### src/include/icache_cfg.svh
`ifndef ICACHE_CFG_SVH
`define ICACHE_CFG_SVH

// ----------------------------------------------------------------------
// Cache geometry
// ----------------------------------------------------------------------

`define ICACHE_LINES       16   // Lines in the direct-mapped cache
`define ICACHE_BLOCK_WORDS 4    // Instruction words per line

// ----------------------------------------------------------------------
// Main memory model
// ----------------------------------------------------------------------

`define MEM_WORDS          64   // ROM size in words
`define MEM_LATENCY        3    // Busy cycles per read

`endif
### src/mem_init.hex
// One 32-bit instruction word per line, in hex
// Line n holds the word at word address n (byte address 4*n)
00000513
00100593
00b50633
40c586b3
00d62023
00462703
fe070ee3
00178793
0ff7f813
01079893
4108d913
00291993
01350a33
000a2a83
015a8b33
fffb0b93
0bb12c23
01812c03
018c0cb3
00cc9d13
41ad0db3
01bd8e33
00ce2e83
01de8f33
002f1f93
01ff8033
12345137
67810113
00010197
ff018193
0001a203
0041a283
00520333
0062a023
fc0318e3
00008067
ff010113
00112623
00812423
01010413
fea42623
fec42783
00f707b3
00078513
00c12083
00812403
01010113
00048067
0c8000ef
00a00893
00000073
30200073
10500073
0000100f
0ff0000f
34102573
34202673
30529073
00151513
4015d593
02b50633
02c5c6b3
02d6e733
fe0716e3

### src/hw/core_defs_pkg.sv
package core_defs_pkg;

    // ------------------------------------------------------------------
    // Fetch path types
    // ------------------------------------------------------------------

    typedef logic [31:0] inst_addr_t;   // Byte address, word aligned
    typedef logic [31:0] inst_t;        // Instruction word

    // ------------------------------------------------------------------
    // Cache controller states
    // ------------------------------------------------------------------

    typedef enum logic [1:0] {
        ST_CLEAR,                       // Invalidate one line per cycle
        ST_LOOKUP,                      // Normal hit check
        ST_REFILL_REQ,                  // Issue one memory read
        ST_REFILL_WAIT                  // Wait for memory, then write word
    } ctrl_state_t;

endpackage

### src/hw/cache_set_if.sv
`timescale 1ns/1ps
`include "icache_cfg.svh"

interface cache_set_if
    import core_defs_pkg::*;
();

    localparam int unsigned INDEX_W  = $clog2(`ICACHE_LINES);
    localparam int unsigned OFFSET_W = $clog2(`ICACHE_BLOCK_WORDS);
    localparam int unsigned TAG_W    = $bits(inst_addr_t) - 2 - INDEX_W - OFFSET_W;

    logic                write;     // Store wdata, mark line valid
    logic                clear;     // Invalidate indexed line
    logic [TAG_W-1:0]    tag;       // Tag to compare or store
    logic [INDEX_W-1:0]  index;     // Line select
    logic [OFFSET_W-1:0] offset;    // Word within the line
    inst_t               wdata;     // Refill word from memory
    logic                hit;       // Valid line with matching tag

    // Controller side
    modport ctrl (
        output write,
        output clear,
        output tag,
        output index,
        output offset,
        input  hit
    );

    // Storage side
    modport set (
        input  write,
        input  clear,
        input  tag,
        input  index,
        input  offset,
        input  wdata,
        output hit
    );

endinterface

### src/hw/icache_system.sv
`timescale 1ns/1ps

module icache_system
    import core_defs_pkg::*;
(
    input  logic       i_clock,     // Clock
    input  logic       i_reset,     // Synchronous reset
    input  inst_addr_t i_addr,      // CPU fetch address
    input  logic       i_re,        // CPU read request
    output inst_t      o_inst,      // Fetched instruction
    output logic       o_busy,      // Fetch pending
    output logic       o_hit);      // Instruction available

    inst_addr_t mem_addr;           // Cache to memory address
    logic       mem_re;             // Cache read strobe
    logic       mem_busy;           // Memory working
    inst_t      mem_rdata;          // Memory data

    // ------------------------------------------------------------------
    // Instruction cache
    // ------------------------------------------------------------------

    icache icache_inst (
        .i_clock     (i_clock),
        .i_reset     (i_reset),
        .i_addr      (i_addr),
        .i_re        (i_re),
        .o_inst      (o_inst),
        .o_busy      (o_busy),
        .o_hit       (o_hit),
        .o_mem_addr  (mem_addr),
        .o_mem_re    (mem_re),
        .i_mem_busy  (mem_busy),
        .i_mem_rdata (mem_rdata));

    // ------------------------------------------------------------------
    // Main memory
    // ------------------------------------------------------------------

    main_memory main_memory_inst (
        .i_clock     (i_clock),
        .i_reset     (i_reset),
        .i_addr      (mem_addr),
        .i_re        (mem_re),
        .o_busy      (mem_busy),
        .o_rdata     (mem_rdata));

endmodule

### src/hw/main_memory.sv
`timescale 1ns/1ps
`include "icache_cfg.svh"

module main_memory
    import core_defs_pkg::*;
(
    input  logic       i_clock,     // Clock
    input  logic       i_reset,     // Synchronous reset
    input  inst_addr_t i_addr,      // Byte address
    input  logic       i_re,        // Read request
    output logic       o_busy,      // Read in progress
    output inst_t      o_rdata);    // Word of last read

    localparam int unsigned ADDR_W = $clog2(`MEM_WORDS);
    localparam int unsigned CNT_W  = $clog2(`MEM_LATENCY + 1);

    inst_t             rom [`MEM_WORDS];    // Program image
    logic [CNT_W-1:0]  lat_cnt;             // Cycles left in read
    logic [ADDR_W-1:0] word_addr;           // Word address of read
    logic              start;               // Read accepted

    initial begin
        $readmemh("/design/src/mem_init.hex", rom);
    end

    assign o_busy = (lat_cnt != '0);
    assign start  = i_re && !o_busy;

    // Latency counter
    always_ff @(posedge i_clock) begin
        if (i_reset) begin
            lat_cnt <= '0;
        end
        else if (start) begin
            lat_cnt <= CNT_W'(`MEM_LATENCY);
        end
        else if (o_busy) begin
            lat_cnt <= lat_cnt - 1'b1;
        end
    end

    // Address capture and data return
    always_ff @(posedge i_clock) begin
        if (start) begin
            word_addr <= i_addr[2 +: ADDR_W];       // Wraps modulo memory size
        end
        if (lat_cnt == CNT_W'(1)) begin
            o_rdata <= rom[word_addr];              // Valid once busy drops
        end
    end

endmodule

### src/hw/icache.sv
`timescale 1ns/1ps
`include "icache_cfg.svh"

module icache
    import core_defs_pkg::*;
(
    input  logic       i_clock,     // Clock
    input  logic       i_reset,     // Synchronous reset
    input  inst_addr_t i_addr,      // CPU fetch address
    input  logic       i_re,        // CPU read request
    output inst_t      o_inst,      // Fetched instruction
    output logic       o_busy,      // Cache working on request
    output logic       o_hit,       // Instruction available
    output inst_addr_t o_mem_addr,  // Main memory address
    output logic       o_mem_re,    // Main memory read strobe
    input  logic       i_mem_busy,  // Main memory working
    input  inst_t      i_mem_rdata);// Main memory read data

    localparam int unsigned INDEX_W  = $clog2(`ICACHE_LINES);
    localparam int unsigned OFFSET_W = $clog2(`ICACHE_BLOCK_WORDS);
    localparam int unsigned TAG_W    = $bits(inst_addr_t) - 2 - INDEX_W - OFFSET_W;

    logic [TAG_W-1:0]    tag;       // Address tag
    logic [INDEX_W-1:0]  index;     // Address line select
    logic [OFFSET_W-1:0] offset;    // Address word select
    logic                ctrl_busy; // Controller busy, ungated
    logic                ctrl_hit;  // Controller hit, ungated

    cache_set_if set_bus ();

    // Word address split above the byte bits
    assign tag    = i_addr[2+OFFSET_W+INDEX_W +: TAG_W];
    assign index  = i_addr[2+OFFSET_W +: INDEX_W];
    assign offset = i_addr[2 +: OFFSET_W];

    // Memory read address follows the controller
    assign o_mem_addr    = {set_bus.tag, set_bus.index, set_bus.offset, 2'b00};
    assign set_bus.wdata = i_mem_rdata;                     // Refill data path

    // Status only meaningful with a request
    assign o_busy = ctrl_busy & i_re;
    assign o_hit  = ctrl_hit & i_re;

    // ------------------------------------------------------------------
    // Controller
    // ------------------------------------------------------------------

    icache_controller #(
        .INDEX_W    (INDEX_W),
        .OFFSET_W   (OFFSET_W),
        .TAG_W      (TAG_W))
    ctrl_inst (
        .i_clock    (i_clock),
        .i_reset    (i_reset),
        .i_re       (i_re),
        .i_tag      (tag),
        .i_index    (index),
        .i_offset   (offset),
        .i_mem_busy (i_mem_busy),
        .o_mem_re   (o_mem_re),
        .o_busy     (ctrl_busy),
        .o_hit      (ctrl_hit),
        .set_bus    (set_bus.ctrl));

    // ------------------------------------------------------------------
    // Storage
    // ------------------------------------------------------------------

    cache_set set_inst (
        .i_clock    (i_clock),
        .i_reset    (i_reset),
        .set_bus    (set_bus.set),
        .o_rdata    (o_inst));

endmodule

### src/hw/cache_set.sv
`timescale 1ns/1ps
`include "icache_cfg.svh"

module cache_set
    import core_defs_pkg::*;
(
    input  logic      i_clock,      // Clock
    input  logic      i_reset,      // Synchronous reset
    cache_set_if.set  set_bus,      // Controller access
    output inst_t     o_rdata);     // Word at index and offset

    localparam int unsigned INDEX_W  = $clog2(`ICACHE_LINES);
    localparam int unsigned OFFSET_W = $clog2(`ICACHE_BLOCK_WORDS);
    localparam int unsigned TAG_W    = $bits(inst_addr_t) - 2 - INDEX_W - OFFSET_W;

    // ------------------------------------------------------------------
    // Storage
    // ------------------------------------------------------------------

    logic [`ICACHE_LINES-1:0] valid;                                // Line holds a block
    logic [TAG_W-1:0]         tags [`ICACHE_LINES];                 // Tag per line
    inst_t                    data [`ICACHE_LINES][`ICACHE_BLOCK_WORDS]; // Block words

    // Valid bits
    always_ff @(posedge i_clock) begin
        if (i_reset) begin
            valid <= '0;
        end
        else if (set_bus.clear) begin
            valid[set_bus.index] <= 1'b0;                   // Invalidate line
        end
        else if (set_bus.write) begin
            valid[set_bus.index] <= 1'b1;                   // Line now owned by tag
        end
    end

    // Tag and data words
    always_ff @(posedge i_clock) begin
        if (set_bus.write) begin
            tags[set_bus.index]                 <= set_bus.tag;
            data[set_bus.index][set_bus.offset] <= set_bus.wdata;
        end
    end

    // ------------------------------------------------------------------
    // Lookup
    // ------------------------------------------------------------------

    // Combinational hit for the presented address
    assign set_bus.hit = valid[set_bus.index] && (tags[set_bus.index] == set_bus.tag);

    assign o_rdata = data[set_bus.index][set_bus.offset];   // Combinational word read

endmodule

### src/hw/icache_controller.sv
`timescale 1ns/1ps
`include "icache_cfg.svh"

module icache_controller
    import core_defs_pkg::*;
#(
    parameter int unsigned INDEX_W  = $clog2(`ICACHE_LINES),       // Line select bits
    parameter int unsigned OFFSET_W = $clog2(`ICACHE_BLOCK_WORDS), // Word select bits
    parameter int unsigned TAG_W    = 32 - 2 - INDEX_W - OFFSET_W) // Remaining upper bits
(
    input  logic                i_clock,    // Clock
    input  logic                i_reset,    // Synchronous reset
    input  logic                i_re,       // CPU read request
    input  logic [TAG_W-1:0]    i_tag,      // CPU address tag
    input  logic [INDEX_W-1:0]  i_index,    // CPU address index
    input  logic [OFFSET_W-1:0] i_offset,   // CPU address word offset
    input  logic                i_mem_busy, // Memory still working
    output logic                o_mem_re,   // Memory read strobe
    output logic                o_busy,     // Cache cannot answer yet
    output logic                o_hit,      // Instruction available
    cache_set_if.ctrl           set_bus);   // Storage access

    localparam int unsigned LAST_LINE = `ICACHE_LINES - 1;
    localparam int unsigned LAST_WORD = `ICACHE_BLOCK_WORDS - 1;

    ctrl_state_t         state;         // Current FSM state
    logic [INDEX_W-1:0]  clr_cnt;       // Line being invalidated
    logic [OFFSET_W-1:0] word_cnt;      // Refill word position
    logic [TAG_W-1:0]    miss_tag;      // Tag of missing block
    logic [INDEX_W-1:0]  miss_index;    // Line of missing block
    logic                miss;          // Lookup failed on a request
    logic                word_done;     // Memory word ready this cycle

    assign miss      = (state == ST_LOOKUP) && i_re && !set_bus.hit;
    assign word_done = (state == ST_REFILL_WAIT) && !i_mem_busy;

    // ------------------------------------------------------------------
    // State machine
    // ------------------------------------------------------------------

    always_ff @(posedge i_clock) begin
        if (i_reset) begin
            state    <= ST_CLEAR;
            clr_cnt  <= '0;
            word_cnt <= '0;
        end
        else begin
            case (state)
                ST_CLEAR: begin
                    clr_cnt <= clr_cnt + 1'b1;              // Next line
                    if (clr_cnt == INDEX_W'(LAST_LINE)) begin
                        state <= ST_LOOKUP;                 // All lines invalid
                    end
                end
                ST_LOOKUP: begin
                    if (miss) begin
                        word_cnt <= '0;                     // Refill from word 0
                        state    <= ST_REFILL_REQ;
                    end
                end
                ST_REFILL_REQ: begin
                    state <= ST_REFILL_WAIT;                // Read accepted by memory
                end
                ST_REFILL_WAIT: begin
                    if (word_done) begin
                        word_cnt <= word_cnt + 1'b1;
                        if (word_cnt == OFFSET_W'(LAST_WORD)) begin
                            state <= ST_LOOKUP;             // Block complete
                        end
                        else begin
                            state <= ST_REFILL_REQ;         // Next word
                        end
                    end
                end
                default: begin
                    state <= ST_CLEAR;
                end
            endcase
        end
    end

    // Miss address held through the refill
    always_ff @(posedge i_clock) begin
        if (miss) begin
            miss_tag   <= i_tag;
            miss_index <= i_index;
        end
    end

    // ------------------------------------------------------------------
    // Storage and memory control
    // ------------------------------------------------------------------

    always_comb begin
        set_bus.tag    = i_tag;                             // Lookup uses CPU address
        set_bus.index  = i_index;
        set_bus.offset = i_offset;
        case (state)
            ST_CLEAR: begin
                set_bus.index = clr_cnt;                    // Sweep the lines
            end
            ST_REFILL_REQ, ST_REFILL_WAIT: begin
                set_bus.tag    = miss_tag;                  // Refill address
                set_bus.index  = miss_index;
                set_bus.offset = word_cnt;
            end
            default: begin
            end
        endcase
    end

    assign set_bus.clear = (state == ST_CLEAR);
    assign set_bus.write = word_done;                       // Word lands on this edge
    assign o_mem_re      = (state == ST_REFILL_REQ);
    assign o_hit         = (state == ST_LOOKUP) && set_bus.hit;
    assign o_busy        = !o_hit;                          // Busy unless hit in lookup

endmodule

### config.mk
export PLATFORM = sky130hd
export DESIGN_NAME = icache_system
export DESIGN_NICKNAME = d
export VERILOG_FILES = /design/src/hw/core_defs_pkg.sv /design/src/hw/cache_set_if.sv /design/src/hw/icache_system.sv /design/src/hw/main_memory.sv /design/src/hw/icache.sv /design/src/hw/cache_set.sv /design/src/hw/icache_controller.sv
export VERILOG_INCLUDE_DIRS = /design/src /design/src/include
export SDC_FILE = /design/constraint.sdc
export NUM_CORES = 1
export LEC_CHECK = 0
export ABC_AREA = 1
export BUFFER_PORTS_ARGS = -buffer_cell sky130_fd_sc_hd__buf_2
export CAP_MARGIN = 40
export CELL_PAD_IN_SITES_DETAIL_PLACEMENT = 2
export CELL_PAD_IN_SITES_GLOBAL_PLACEMENT = 2
export CORE_ASPECT_RATIO = 1.1
export CORE_MARGIN = 8
export CORE_UTILIZATION = 30
export DETAILED_ROUTE_END_ITERATION = 7
export GPL_TIMING_DRIVEN = 0
export PLACE_DENSITY_LB_ADDON = 0.15
export SLEW_MARGIN = 20
export SYNTH_ARGS = -nofsm -noshare
export SYNTH_HDL_FRONTEND = slang
export SYNTH_MEMORY_MAX_BITS = 65536
export SYNTH_SLANG_ARGS = --single-unit
### constraint.sdc
create_clock -name i_clock -period 4.9 [get_ports i_clock]
set_input_delay 0.49 -clock i_clock [delete_from_list [all_inputs] [get_ports i_clock]]
set_output_delay 0.49 -clock i_clock [all_outputs]
set_load 0.01 [all_outputs]
**Word level (Yosys, flattened, before mapping)**

Memories as Yosys holds them, arrays and structs flattened.
Index checks and enable logic that the tools add are counted.

- RAM bits: 2,432
- Memories kept: 2
- Word-level logic and storage cells: 79
- Register bits after elaboration: 86
- Output and inout port bits: 34
- Bits of input ports: 35

- Magnitude comparators: 4
- Equality and inequality tests: 10
- Reductions and logical operators: 19
- Multiplexer cells: 27
- Bitwise logic cells: 6
- $add $sub $neg: 3

Memories:

| memory | words | bits a word | read ports | clocked after Yosys merged registers in | write ports | line | text |
|---|---|---|---|---|---|---|---|
| icache_inst.set_inst.data | 16 | 128 | 1 | 0 | 1 | cache_set.sv:22 | `` inst_t data [`ICACHE_LINES][`ICACHE_BLOCK_WORDS]; `` |
| icache_inst.set_inst.tags | 16 | 24 | 1 | 0 | 1 | cache_set.sv:21 | `` logic [TAG_W-1:0] tags [`ICACHE_LINES]; `` |

Operators with widths:

| kind | number |
|---|---|
| $mux W128 | 1 |
| $mux W32 | 3 |
| $bmux W32 S2 | 1 |
| $demux W32 S2 | 1 |
| $mux W16 | 2 |
| $eq A24 B24 Y1 | 1 |
| $mux W24 | 1 |
| $mux W2 | 9 |
| $and A16 B16 Y16 | 1 |
| $not A16 Y16 | 1 |
| $or A16 B16 Y16 | 1 |
| $logic_and A1 B1 Y1 | 8 |
| $pmux W2 S4 | 1 |
| $pmux W4 S2 | 1 |
| $reduce_bool A2 Y1 | 4 |
| $eq A2 B2 Y1 const B | 3 |
| $reduce_and A3 Y1 | 2 |
| $lt A4 B5 Y1 const B | 1 |
| $add A4 B1 Y4 const B | 1 |
| $bmux W1 S4 | 1 |
| $demux W1 S4 | 1 |
| $eq A2 B1 Y1 const B | 2 |
| $eq A4 B4 Y1 const B | 1 |
| $ge A4 B1 Y1 const B | 1 |
| other kinds (13) | 20 |

**Longest topological paths before layout**

Gate-level depths: netlist of run 1.

- Depth after elaboration: 10
- Depth in mapped cells: 25
- Gate-level depth less buffers: 22

**Modules after synthesis**

A second synthesis of run 1 with hierarchy kept.

- Cell total of the unflattened synthesis: 6,347
- Area total of the unflattened synthesis: 94,754.6 µm²

By module, submodules not included:

| module | cells each | sequential area each (µm²) | area an instance (µm²) | instances |
|---|---|---|---|---|
| cache_set | 6,100 | 73,350.3 | 92,692.6 | 1 |
| icache_controller | 192 | 1,001.0 | 1,671.6 | 1 |
| main_memory | 48 | 40.0 | 356.6 | 1 |
| icache | 7 | 0.0 | 33.8 | 1 |

**Least setup slack after synthesis of run 1**

No wires, ideal clock.

- Kind: register -> register
- Start point: reg icache_inst.ctrl_inst.state[1]
- End point: mem icache_inst.set_inst.tags[0][0] (netlist name), enable pin
- Arrival time: 2,770 ps
- Cell stages (with the launch flop): 10
- Setup time: 406 ps
- Buffers on the path: 3
- Path slack: 1,724 ps
- Clock period less this slack: 3,176 ps
- Data required time: 4,494 ps
- Path through: dfxtp_1 buf_2 buf_1 nand2_1 nor2_1 inv_1 nand2_1 clkbuf_1 nand3_1 nor2_1

- Cells in the longest elaborated chain, start to end: 4
- Elaborated cells between the ends (all ways): 8
- Classes of those cells: eq/ne (2); mux (3); reduce/logical (3)

Ends and longest elaborated chain:

| what | line | text |
|---|---|---|
| start, declared | icache_controller.sv:26 | `ctrl_state_t state;` |
| start signal, assigned | icache_controller.sv:43 | `state <= ST_CLEAR;` |
| start signal, assigned | icache_controller.sv:52 | `state <= ST_LOOKUP;` |
| start signal, assigned | icache_controller.sv:58 | `state <= ST_REFILL_REQ;` |
| $eq A2 B2 Y1 | icache_controller.sv:35, icache_controller.sv:98 |  |
| $logic_and A1 B1 Y1 | icache_controller.sv:35 | `assign word_done = (state == ST_REFILL_WAIT) && !i_mem_busy;` |
| $mux W1 | cache_set.sv:39 | `if (set_bus.write) begin` |
| $mux W1 (implied by the code) | cache_set.sv:40 | `tags[set_bus.index] <= set_bus.tag;` |
| end, declared | cache_set.sv:21 |  |

Several ways; a longest one is shown, not always the timed one.

**Worst setup path in the final report of run 1**

- Start point: reg icache_inst.ctrl_inst.state[0]
- End point: out o_busy

- Cells in the longest elaborated chain, start to end: 9
- Elaborated cells between the ends (all ways): 15
- Classes of those cells: eq/ne (4); mux (4); bitwise (1); reduce/logical (5); memory (1)

Ends and longest elaborated chain:

| what | line | text |
|---|---|---|
| $eq A2 B2 Y1 | icache_controller.sv:98 | `case (state)` |
| $reduce_or A2 Y1 | icache_controller.sv:98 |  |
| $pmux W4 S2 | icache_controller.sv:98 |  |
| $mem_v2 Z16 W24 / $bmux W1 S4 (equally long branches) | - |  |
| $eq A24 B24 Y1 / $mux W1 (equally long branches) | cache_set.sv:50 | `assign set_bus.hit = valid[set_bus.index] && (tags[set_bus.index] == set_bus.tag);` |
| $logic_and A1 B1 Y1 | cache_set.sv:50 |  |
| $logic_and A1 B1 Y1 (*) | icache_controller.sv:115 | `assign o_hit = (state == ST_LOOKUP) && set_bus.hit;` |
| $logic_not A1 Y1 (*) | icache_controller.sv:116 | `assign o_busy = !o_hit;` |
| $and A1 B1 Y1 (*) | icache.sv:41 | `assign o_busy = ctrl_busy & i_re;` |
| end, declared | icache_system.sv:11 | `output logic o_busy,` |

Mark *: on every way between the ends. The rest lies on a longest branch, timed or not. The select of a mux whose other input is x is not followed.

==> results.sh, run 1 <==
export IMPL_final_cells=3118
export IMPL_synth_area_top_cells="edfxtp_1 62%, nand2_1 15%, inv_1 5.7%, o21ai_0 3.6%, dfxtp_1 2.6%"
export IMPL_initial_core_util_pct=30.2
export IMPL_die_w_um=262
export IMPL_ctsHoldBuffers=0
export IMPL_min_from="i_addr[24]"
export IMPL_slew_headroom_pct=47.0
export IMPL_p_leak_nw=10.1
export IMPL_p_int_mw=7.15
export IMPL_netlist_instances=2080
export IMPL_synth_edf_count=412
export IMPL_setup_viol=0
export IMPL_status="finished clean"
export IMPL_place_congestion=0.755
export IMPL_yosys_area_top_type="edfxtp_1"
export IMPL_drc=0
export IMPL_path_delay_family="simple AND/OR/NAND/NOR gates"
export IMPL_crit_fanout=10
export IMPL_rsz0062_at_grt="no"
export IMPL_cp_end_kind="primary output"
export IMPL_synth_fa_ha_area_share_pct=0.188
export IMPL_placed_area_um2=21900
export IMPL_antenna_cells=0
export IMPL_first_global_vias=16400
export IMPL_regArea_um2=12900
export IMPL_critical_path_class="reg2out"
export IMPL_wl_per_cell_um=24.0
export IMPL_ys_ff_latch=438
export IMPL_dr_total_vias=15000
export IMPL_fillerInstances=7239
export IMPL_cp_slowest_cell="clkbuf_1"
export IMPL_preCtsSetupSlack_ns=0.509
export IMPL_hold_class="in2reg"
export IMPL_area_growth_pct=17.9
export IMPL_pwr_share_comb_pct=27.2
export IMPL_rows=99
export IMPL_synth_top_area_share_pct=62.0
export IMPL_synthMostInstantiatedCell="nand2_1"
export IMPL_worstSetupStartpointType="flop"
export IMPL_dieArea_um2=75000
export IMPL_holdWs_ns=0.0809
export IMPL_cts_sinks=438
export IMPL_synth_top_family_by_area="simple AND/OR/NAND/NOR gates"
export IMPL_grt_antenna_before_repair=0
export IMPL_max_cap_viol_count=0
export IMPL_syn_avg_cell_area_um2=9.59
export IMPL_gr_total_overflow=0
export IMPL_clkTransAtPathRegs_ns=0.06
export IMPL_ys_async_sr_fraction_pct=0
export IMPL_final_nets=2259
export IMPL_p_switching_mw=3.84
export IMPL_synth_mux_area_share_pct=0.100
export IMPL_coreArea_um2=66000
export IMPL_synth_distinct_cells=33
export IMPL_hpwl_um=52200
export IMPL_dr_first_iter_drc_count=897
export IMPL_dp_cells=3024
export IMPL_worstPathRequired_ns=4.41
export IMPL_synth_compound_area_share_pct=5.22
export IMPL_track_usage_pct=20.0
export IMPL_period_needed_ns=4.58
export IMPL_p_per_area_nw_per_um2=467
export IMPL_critPathBufInv=6
export IMPL_worst_slack_ns=0.325
export IMPL_fmax_mhz=219
export IMPL_ant_nets=0
export IMPL_crit_arrival_ns=4.09
export IMPL_synthTopCellsByCount="771 x nand2_1, 412 x edfxtp_1, 303 x inv_1"
export IMPL_crit_top_cell="nand2_1"
export IMPL_numCtsBuffers=51
export IMPL_synth_simple_area_share_pct=20.2
export IMPL_cp_startpoint="icache_inst.ctrl_inst.state[0]$_SDFFE_PP0P_"
export IMPL_port_buffers=32
export IMPL_synth_ff_type="edfxtp_1"
export IMPL_cp_cell_sequence="buf_6, nor2_2, buf_6, nand2_1, o221ai_1, nor2_1, clkbuf_1, buf_6, nand2_1, nand2_1, o21ai_0, nand2_1, nand2_1, nor2_1, nand2_1, nor2_1, nand2_1, o21ai_0, inv_1, buf_2"
export IMPL_seqPwrFrac_pct=38.9
export IMPL_vias_per_cell=4.82
export IMPL_grt_start_max_net_pins=25
export IMPL_fin_skew_ns=0.0158
export IMPL_total_power_mw=11.0
export IMPL_critPathMaxStageDelay_ns=0.47
export IMPL_htree_num_levels=2
export IMPL_totalWireLength_um=74900
export IMPL_multi_input_area_um2=5370
export IMPL_clkPwrFrac_pct=33.9
export IMPL_firstDrtPassIters=5
export IMPL_root_buffer="clkbuf_16"
export IMPL_min_period_over_period_pct=93.4
export IMPL_worstMarginPinSlew_ns=0.795
export IMPL_maxSlewViolCount=0
export IMPL_rr_startpoint="icache_inst.ctrl_inst.state[0]$_SDFFE_PP0P_"
export IMPL_syn_area_um2=19900
export IMPL_swShare_pct=34.9
export IMPL_clockBufferDepth=3
export IMPL_synth_xor_area_share_pct=0.0439
export IMPL_ys_warn_count=0
export IMPL_yosysSeqAreaShare_pct=64.7
export IMPL_peakVddDrop_mv=0.275
export IMPL_grt_pass1_wl_um=109000
export IMPL_die_y_um=286
export IMPL_layout_drive_gt1_share_pct=12.0
export IMPL_design_area_um2=23500
export IMPL_cts_tree="built"
export IMPL_final_hold_viol_count=0
export IMPL_num_io_pins=69
export IMPL_clock_latency_ns=0.60
power groups by stage:
stage	logic, mW	registers, mW	clock network, mW
2_1_floorplan	1.74	4.34	0
3_3_place_gp	2.90	4.35	0
3_5_place_dp	3.04	4.35	0
4_1_cts	3.06	4.27	3.83
5_1_grt	3.32	4.27	3.95
6_report	2.99	4.27	3.73
metrics by stage:
stage / setup TNS, ns / utilization [%]
2_1_floorplan: 0 / -
4_1_cts: 0 / 35.6
5_1_grt: 0 / 35.6
3_5_place_dp: 0 / 33.2
6_report: 0 / 35.6
3_3_place_gp: -413.48 / 32.2
cells in the final DEF (no fill, tap or decap), types with 2 or more instances in the layout:
cell type / netlist / final
nand2_1: 771 / 771
edfxtp_1: 412 / 412
inv_1: 303 / 301
o21ai_0: 144 / 144
nor2_1: 88 / 73
buf_2: 38 / 69
nand4_1: 61 / 61
clkbuf_16: 0 / 53
clkbuf_1: 39 / 52
buf_4: 44 / 44
conb_1: 1 / 32
o21ai_1: 31 / 31
a21oi_1: 27 / 27
nand3_1: 26 / 26
dfxtp_1: 26 / 26
or2_2: 23 / 23
nor2_4: 0 / 15
buf_6: 7 / 13
clkinv_2: 0 / 10
clkinv_1: 0 / 10
buf_12: 0 / 10
buf_16: 0 / 9
nor3_1: 8 / 8
inv_2: 4 / 6
nand2_2: 5 / 5
nor2_2: 3 / 3
ha_1: 3 / 3
bufinv_16: 0 / 3
buf_1: 2 / 2
mux2i_1: 2 / 2
clkbuf_2: 1 / 2
nand3b_1: 2 / 2
a31oi_1: 2 / 2
clkbuf_8: 0 / 2
timing repair:
item                                    in CTS  in global routing
endpoints found under the setup margin       0                  1
gates resized for setup                      0                  1
setup buffers                                0                  1
logic make-up after synthesis:
| kind of cell | Yosys count |
|---|---|
| compound gates | 206 |
| xor+xnor | 1 |
| fa+ha+maj | 3 |
| buf+inv | 438 |
| flops | 438 |
| mux | 2 |
| other cells | 1 |
| simple gates | 991 |
sequential cells by signal, summed over array words and instances, names as in the netlist, named ones only:
name	count
icache_inst.ctrl_inst.clr_cnt	4
main_memory_inst.lat_cnt	2
icache_inst.ctrl_inst.state	2
icache_inst.ctrl_inst.miss_index	4
icache_inst.ctrl_inst.miss_tag	24
icache_inst.set_inst.tags	384
icache_inst.ctrl_inst.word_cnt	2
routing by layer:
metal	vias up	share of wire (%)	track usage [%]
met1	7745	43	24.9
met4	0	2.5	5.44
li1	6913	-	-
met3	110	3.7	2.96
met5	-	0	0
met2	267	51	35.7
worst register-to-register path: stages, from the launching register on:
cell	delay [ns]
dfxtp_1	0.32
buf_6	0.14
nor2_2	0.07
buf_6	0.18
nand2_1	0.13
o221ai_1	0.34
nor2_1	0.24
clkbuf_1	0.47
buf_6	0.23
nand2_1	0.07
nand2_1	0.08
nor2_1	0.06
xor2_1	0.24
nor2_1	0.09
nand2_1	0.16
nor2_1	0.07
nand2_1	0.17
nand2_2	0.16
inv_2	0.25
buf_12	0.24
worst paths after layout:
check	end	slack [ns]	cells after the start
max reg2reg	icache_inst.ctrl_inst.miss_tag[0]$_DFFE_PP_	0.83	19
max	o_busy	0.32	20
min	icache_inst.ctrl_inst.miss_tag[16]$_DFFE_PP_	0.08	1
min reg2reg	flop	0.48	2
final cells by class:
| cell class | instances | area share [%] |
|---|---|---|
| buffer | 131 | 3.24 |
| inverter | 307 | 4.90 |
| clock inverter | 23 | 0.756 |
| clock buffer | 69 | 5.98 |
| multi-input combinational | 1235 | 22.8 |
| timing repair buffer | 57 | 2.87 |
| sequential | 438 | 54.8 |
| tap | 858 | 4.57 |
Power figures use the tool's default switching activity.
==> inputs of run 2 (changes only) <==
CTS_CLUSTER_SIZE = 20   (was default)
HOLD_SLACK_MARGIN = 0.12   (was default)
==> run 2 against run 1 <==
Net effect: clock power is essentially flat; combinational power hardly changed; first-iteration DRC count down 0.33%; die area unchanged; critical path type unchanged; largest power group unchanged.
==> results.sh, run 2 (same netlist as run 1, synthesis figures left out) <==
export IMPL_dr_first_iter_drc_count=894
export IMPL_numCtsBuffers=51
export IMPL_rows=99
export IMPL_initial_core_util_pct=30.2
export IMPL_peakVddDrop_mv=0.275
export IMPL_track_usage_pct=20.0
export IMPL_status="finished clean"
export IMPL_holdWs_ns=0.157
export IMPL_hold_class="in2reg"
export IMPL_cts_tree="built"
export IMPL_setup_viol=0
export IMPL_port_buffers=32
export IMPL_die_y_um=286
export IMPL_crit_arrival_ns=4.07
export IMPL_clkTransAtPathRegs_ns=0.06
export IMPL_cts_sinks=438
export IMPL_grt_pass1_wl_um=109000
export IMPL_dr_total_vias=15200
export IMPL_place_congestion=0.755
export IMPL_grt_start_max_net_pins=25
export IMPL_hpwl_um=52200
export IMPL_rsz0062_at_grt="no"
export IMPL_gr_total_overflow=0
export IMPL_clockBufferDepth=3
export IMPL_dp_cells=3024
export IMPL_htree_num_levels=2
export IMPL_root_buffer="clkbuf_16"
export IMPL_final_cell_mix="771 x nand2_1, 412 x edfxtp_1, 301 x inv_1"
export IMPL_vias_per_cell=4.83
export IMPL_total_power_mw=11.0
export IMPL_grt_antenna_before_repair=0
export IMPL_max_cap_viol_count=0
export IMPL_p_per_area_nw_per_um2=464
export IMPL_cp_end_kind="primary output"
export IMPL_regMostFlops="icache_inst.set_inst.tags"
export IMPL_final_common_cell="nand2_1"
export IMPL_reg_largest_list="icache_inst.set_inst.tags x384, icache_inst.ctrl_inst.miss_tag x24"
export IMPL_period_needed_ns=4.56
export IMPL_wl_per_cell_um=23.9
export IMPL_layout_drive_gt1_share_pct=11.9
export IMPL_fin_skew_ns=0.0168
export IMPL_fmax_mhz=219
export IMPL_dieArea_um2=75000
export IMPL_area_growth_pct=19.0
export IMPL_maxSlewViolCount=0
export IMPL_crit_fanout=10
export IMPL_die_w_um=262
export IMPL_totalWireLength_um=75100
export IMPL_coreArea_um2=66000
export IMPL_first_global_vias=16500
export IMPL_final_nets=2281
export IMPL_worstMarginPinSlew_ns=0.821
export IMPL_firstDrtPassIters=5
export IMPL_final_cells=3140
export IMPL_worstSetupStartpointType="flop"
export IMPL_final_hold_viol_count=0
export IMPL_worstPathRequired_ns=4.41
export IMPL_largest_reg_flops=384
export IMPL_drc=0
export IMPL_critical_path_class="reg2out"
export IMPL_ant_nets=0
export IMPL_min_period_over_period_pct=93.2
export IMPL_num_io_pins=69
export IMPL_antenna_cells=0
export IMPL_p_leak_nw=10.2
export IMPL_slew_headroom_pct=45.3
export IMPL_clock_latency_ns=0.60
-- run 2: timing repair --
action / in CTS / in global routing
hold buffers: 22 / 0
hold endpoints to repair: 22 / 0
buffers inserted: 0 / 1
endpoints found under the setup margin: 0 / 1
gates resized for setup: 0 / 1
-- run 2: routing by layer --
| layer | part of all wire (%) | vias up | GRT usage, % |
|---|---|---|---|
| met5 | 0 | - | 0 |
| met4 | 2.5 | 0 | 5.51 |
| met3 | 3.7 | 111 | 3.11 |
| met2 | 50 | 267 | 35.7 |
| met1 | 43 | 7820 | 24.9 |
| li1 | - | 6960 | - |
-- run 2: cell type report --
| class | count | area, um2 |
|---|---|---|
| Sequential cell | 438 | 12900 |
| Clock buffer | 69 | 1410 |
| Buffer | 131 | 762 |
| Inverter | 307 | 1150 |
| Clock inverter | 23 | 178 |
| Timing Repair Buffer | 79 | 896 |
| Multi-Input combinational cell | 1235 | 5370 |
| Fill cell | 7220 | 42300 |
| Tap cell | 858 | 1070 |
-- run 2: metrics by stage --
stage          setup TNS, ns  setup WS, ns  utilization, %  area [um2]
3_5_place_dp               0         0.509            33.2       21900
6_report                   0         0.335            35.9       23700
2_1_floorplan              0          1.72               -       20100
4_1_cts                    0        0.0627            35.9       23700
3_3_place_gp         -413.48         -1.61            32.2       21300
5_1_grt                    0       0.00455            35.9       23700
-- run 2: power breakdown --
group | switching [mW] | internal (mW)
clock network | 1.59 | 2.15
logic | 2.24 | 0.764
registers | 0.0238 | 4.25
total | 3.85 | 7.16
-- run 2: final timing paths --
check / start / to / slack [ns] / cells past startpoint
max reg2reg: icache_inst.ctrl_inst.state[1]$_SDFFE_PP0P_ / icache_inst.set_inst.tags[4][4]$_DFFE_PP_ / 0.84 / 10
min reg2reg: flop / flop / 0.48 / 2
min: i_addr[14] / icache_inst.ctrl_inst.miss_tag[6]$_DFFE_PP_ / 0.16 / 1
max: icache_inst.ctrl_inst.state[1]$_SDFFE_PP0P_ / o_busy / 0.34 / 21
-- run 2: critical path: stages (launching register included) --
cell	delay (ns)
dfxtp_1	0.39
clkbuf_4	0.29
nand2_2	0.24
nand3_4	0.21
buf_6	0.17
buf_2	0.38
nand2_1	0.10
o21ai_0	0.10
nand2_1	0.08
nand2_1	0.10
nand2_1	0.06
nand2_1	0.13
o21ai_0	0.09
nand2_1	0.14
nand2_1	0.07
nor2_1	0.10
nand2_1	0.15
nor2_1	0.13
nand2_1	0.15
o21ai_0	0.20
inv_1	0.06
buf_2	0.14
==> inputs of run 3 (changes only) <==
CORE_ASPECT_RATIO = default   (was 1.1)
HOLD_SLACK_MARGIN = 0.03   (was 0.12)
clock period = 3.83 ns   (was 4.9 ns; I/O delays follow)
==> run 3 against run 2 <==
Net effect: wire length fell by 0.15%; count of clock-buffer cells in the layout is 5 lower; critical path depth up 1; via count increased by 0.85%; global-route usage shrank 0.26 points; first-iteration DRC count down 15%; non-clock buffer count grew 42; the run now ends with setup timing left; setup slack worse by 0.44 ns; cell count rose by 1.6%; highest routed layer unchanged; die area about the same; clock power is 25% higher; sequential power rose by 28%.
==> results.sh, run 3 (same netlist as run 1, synthesis figures left out) <==
export IMPL_htree_num_levels=2
export IMPL_min_from="i_addr[16]"
export IMPL_period_needed_ns=3.94
export IMPL_rr_startpoint="icache_inst.ctrl_inst.state[1]$_SDFFE_PP0P_"
export IMPL_clock_latency_ns=0.62
export IMPL_fin_skew_ns=0.0224
export IMPL_peakVddDrop_mv=0.324
export IMPL_p_per_area_nw_per_um2=586
export IMPL_maxSlewViolCount=0
export IMPL_firstDrtPassIters=4
export IMPL_worstPathRequired_ns=3.45
export IMPL_dieArea_um2=75000
export IMPL_final_nets=2323
export IMPL_worst_slack_ns=-0.109
export IMPL_cts_tree="built"
export IMPL_hold_class="in2reg"
export IMPL_cp_startpoint="icache_inst.ctrl_inst.state[1]$_SDFFE_PP0P_"
export IMPL_violations="setup timing"
export IMPL_root_buffer="clkbuf_16"
export IMPL_worstSetupStartpointType="flop"
export IMPL_rsz0062_at_grt="yes"
export IMPL_final_cell_mix="755 x nand2_1, 412 x edfxtp_1, 292 x inv_1"
export IMPL_setup_viol=2
export IMPL_max_cap_viol_count=0
export IMPL_num_io_pins=69
export IMPL_regMostFlops="icache_inst.set_inst.tags"
export IMPL_initial_core_util_pct=30.3
export IMPL_slew_headroom_pct=33.8
export IMPL_status="finished with violations"
export IMPL_p_leak_nw=10.7
export IMPL_crit_fanout=10
export IMPL_holdPathStages=1
export IMPL_ant_nets=0
export IMPL_largest_reg_flops=384
export IMPL_grt_pass1_wl_um=109000
export IMPL_coreArea_um2=65700
export IMPL_hpwl_um=51200
export IMPL_min_period_over_period_pct=103
export IMPL_first_global_vias=16800
export IMPL_rows=94
export IMPL_grt_start_max_net_pins=19
export IMPL_numCtsBuffers=51
export IMPL_gr_total_overflow=0
export IMPL_clkTransAtPathRegs_ns=0.06
export IMPL_drc=0
export IMPL_dr_total_vias=15300
export IMPL_dr_first_iter_drc_count=761
export IMPL_fmax_mhz=254
export IMPL_place_congestion=0.751
export IMPL_layout_drive_gt1_share_pct=16.5
export IMPL_track_usage_pct=19.8
export IMPL_final_hold_viol_count=0
export IMPL_port_buffers=32
export IMPL_cts_sinks=438
export IMPL_critical_path_class="reg2out"
export IMPL_clockBufferDepth=3
export IMPL_finalSetupTns_ns=-0.210
export IMPL_final_cells=3190
export IMPL_crit_arrival_ns=3.56
export IMPL_wl_per_cell_um=23.5
export IMPL_grt_antenna_before_repair=1
export IMPL_die_y_um=274
export IMPL_rr_worst_depth=17
export IMPL_dp_cells=3031
export IMPL_total_power_mw=14.7
export IMPL_reg_largest_list="icache_inst.set_inst.tags x384, icache_inst.ctrl_inst.miss_tag x24"
export IMPL_worstMarginPinSlew_ns=0.982
export IMPL_cp_end_kind="primary output"
export IMPL_final_common_cell="nand2_1"
export IMPL_die_w_um=274
export IMPL_fin_util_pct=38.1
export IMPL_totalWireLength_um=75000
export IMPL_area_growth_pct=25.5
export IMPL_vias_per_cell=4.79
run 3: routing by layer:
| metal | global-route usage (%) | up-vias | routed length, um |
|---|---|---|---|
| li1 | - | 7070 | - |
| met1 | 24.6 | 7852 | 32500 |
| met2 | 34.8 | 242 | 37500 |
| met3 | 2.83 | 123 | 2550 |
| met4 | 6.80 | 0 | 2430 |
| met5 | 0 | - | 0 |
run 3: power breakdown:
part | internal [mW] | switching, mW
combinational | 1.48 | 3.04
sequential | 5.43 | 0.0312
clock | 2.63 | 2.05
total | 9.55 | 5.12
run 3: critical path: stages (launching register included):
cell and delay [ns]:
dfxtp_4 0.37, buf_8 0.17, nand2_8 0.12, nand3_4 0.13, buf_12 0.16, buf_12 0.15, clkbuf_16 0.17, nand2_1 0.06
nand2_1 0.05, nand2_1 0.07, nand2_1 0.06, nand2_1 0.05, nand2_1 0.11, nor2_1 0.16, nor2_1 0.07, nor2_2 0.12
nand2_1 0.07, nor2_1 0.12, nand2_2 0.13, nor2_2 0.14, nand2_2 0.11, nor3_2 0.19, buf_2 0.16
run 3: repair_timing:
action	4_1_cts	5_1_grt
setup buffers	28	5
hold buffers	27	0
endpoints found under the hold margin	27	0
gates cloned	2	2
pin swaps	26	15
endpoints found under the setup margin	236	41
resized for setup	197	35
run 3: layout make-up:
type	count	area, um2
Clock inverter	29	203
Inverter	307	1170
Antenna cell	1	2.50
Fill cell	7026	40700
Sequential cell	438	12900
Clock buffer	64	1360
Multi-Input combinational cell	1235	5570
Tap cell	864	1080
Timing Repair Buffer	121	1510
Buffer	131	1240
run 3: worst paths after layout:
path	endpoint	slack [ns]
max	o_hit	-0.11
min	icache_inst.ctrl_inst.miss_tag[8]$_DFFE_PP_	0.08
max reg2reg	icache_inst.ctrl_inst.miss_tag[8]$_DFFE_PP_	0.17
min reg2reg	icache_inst.ctrl_inst.word_cnt[0]$_SDFFE_PP0P_	0.47
run 3: through the flow:
stage               hold slack, ns  setup WS [ns]  instance area, um2
floorplan                    0.432          0.654               20100
global placement             0.445          -2.45               21300
detailed placement           0.462         -0.653               22000
CTS                         0.0486        -0.0967               24800
global route                0.0637         -0.320               25000
finish                      0.0757         -0.109               25000
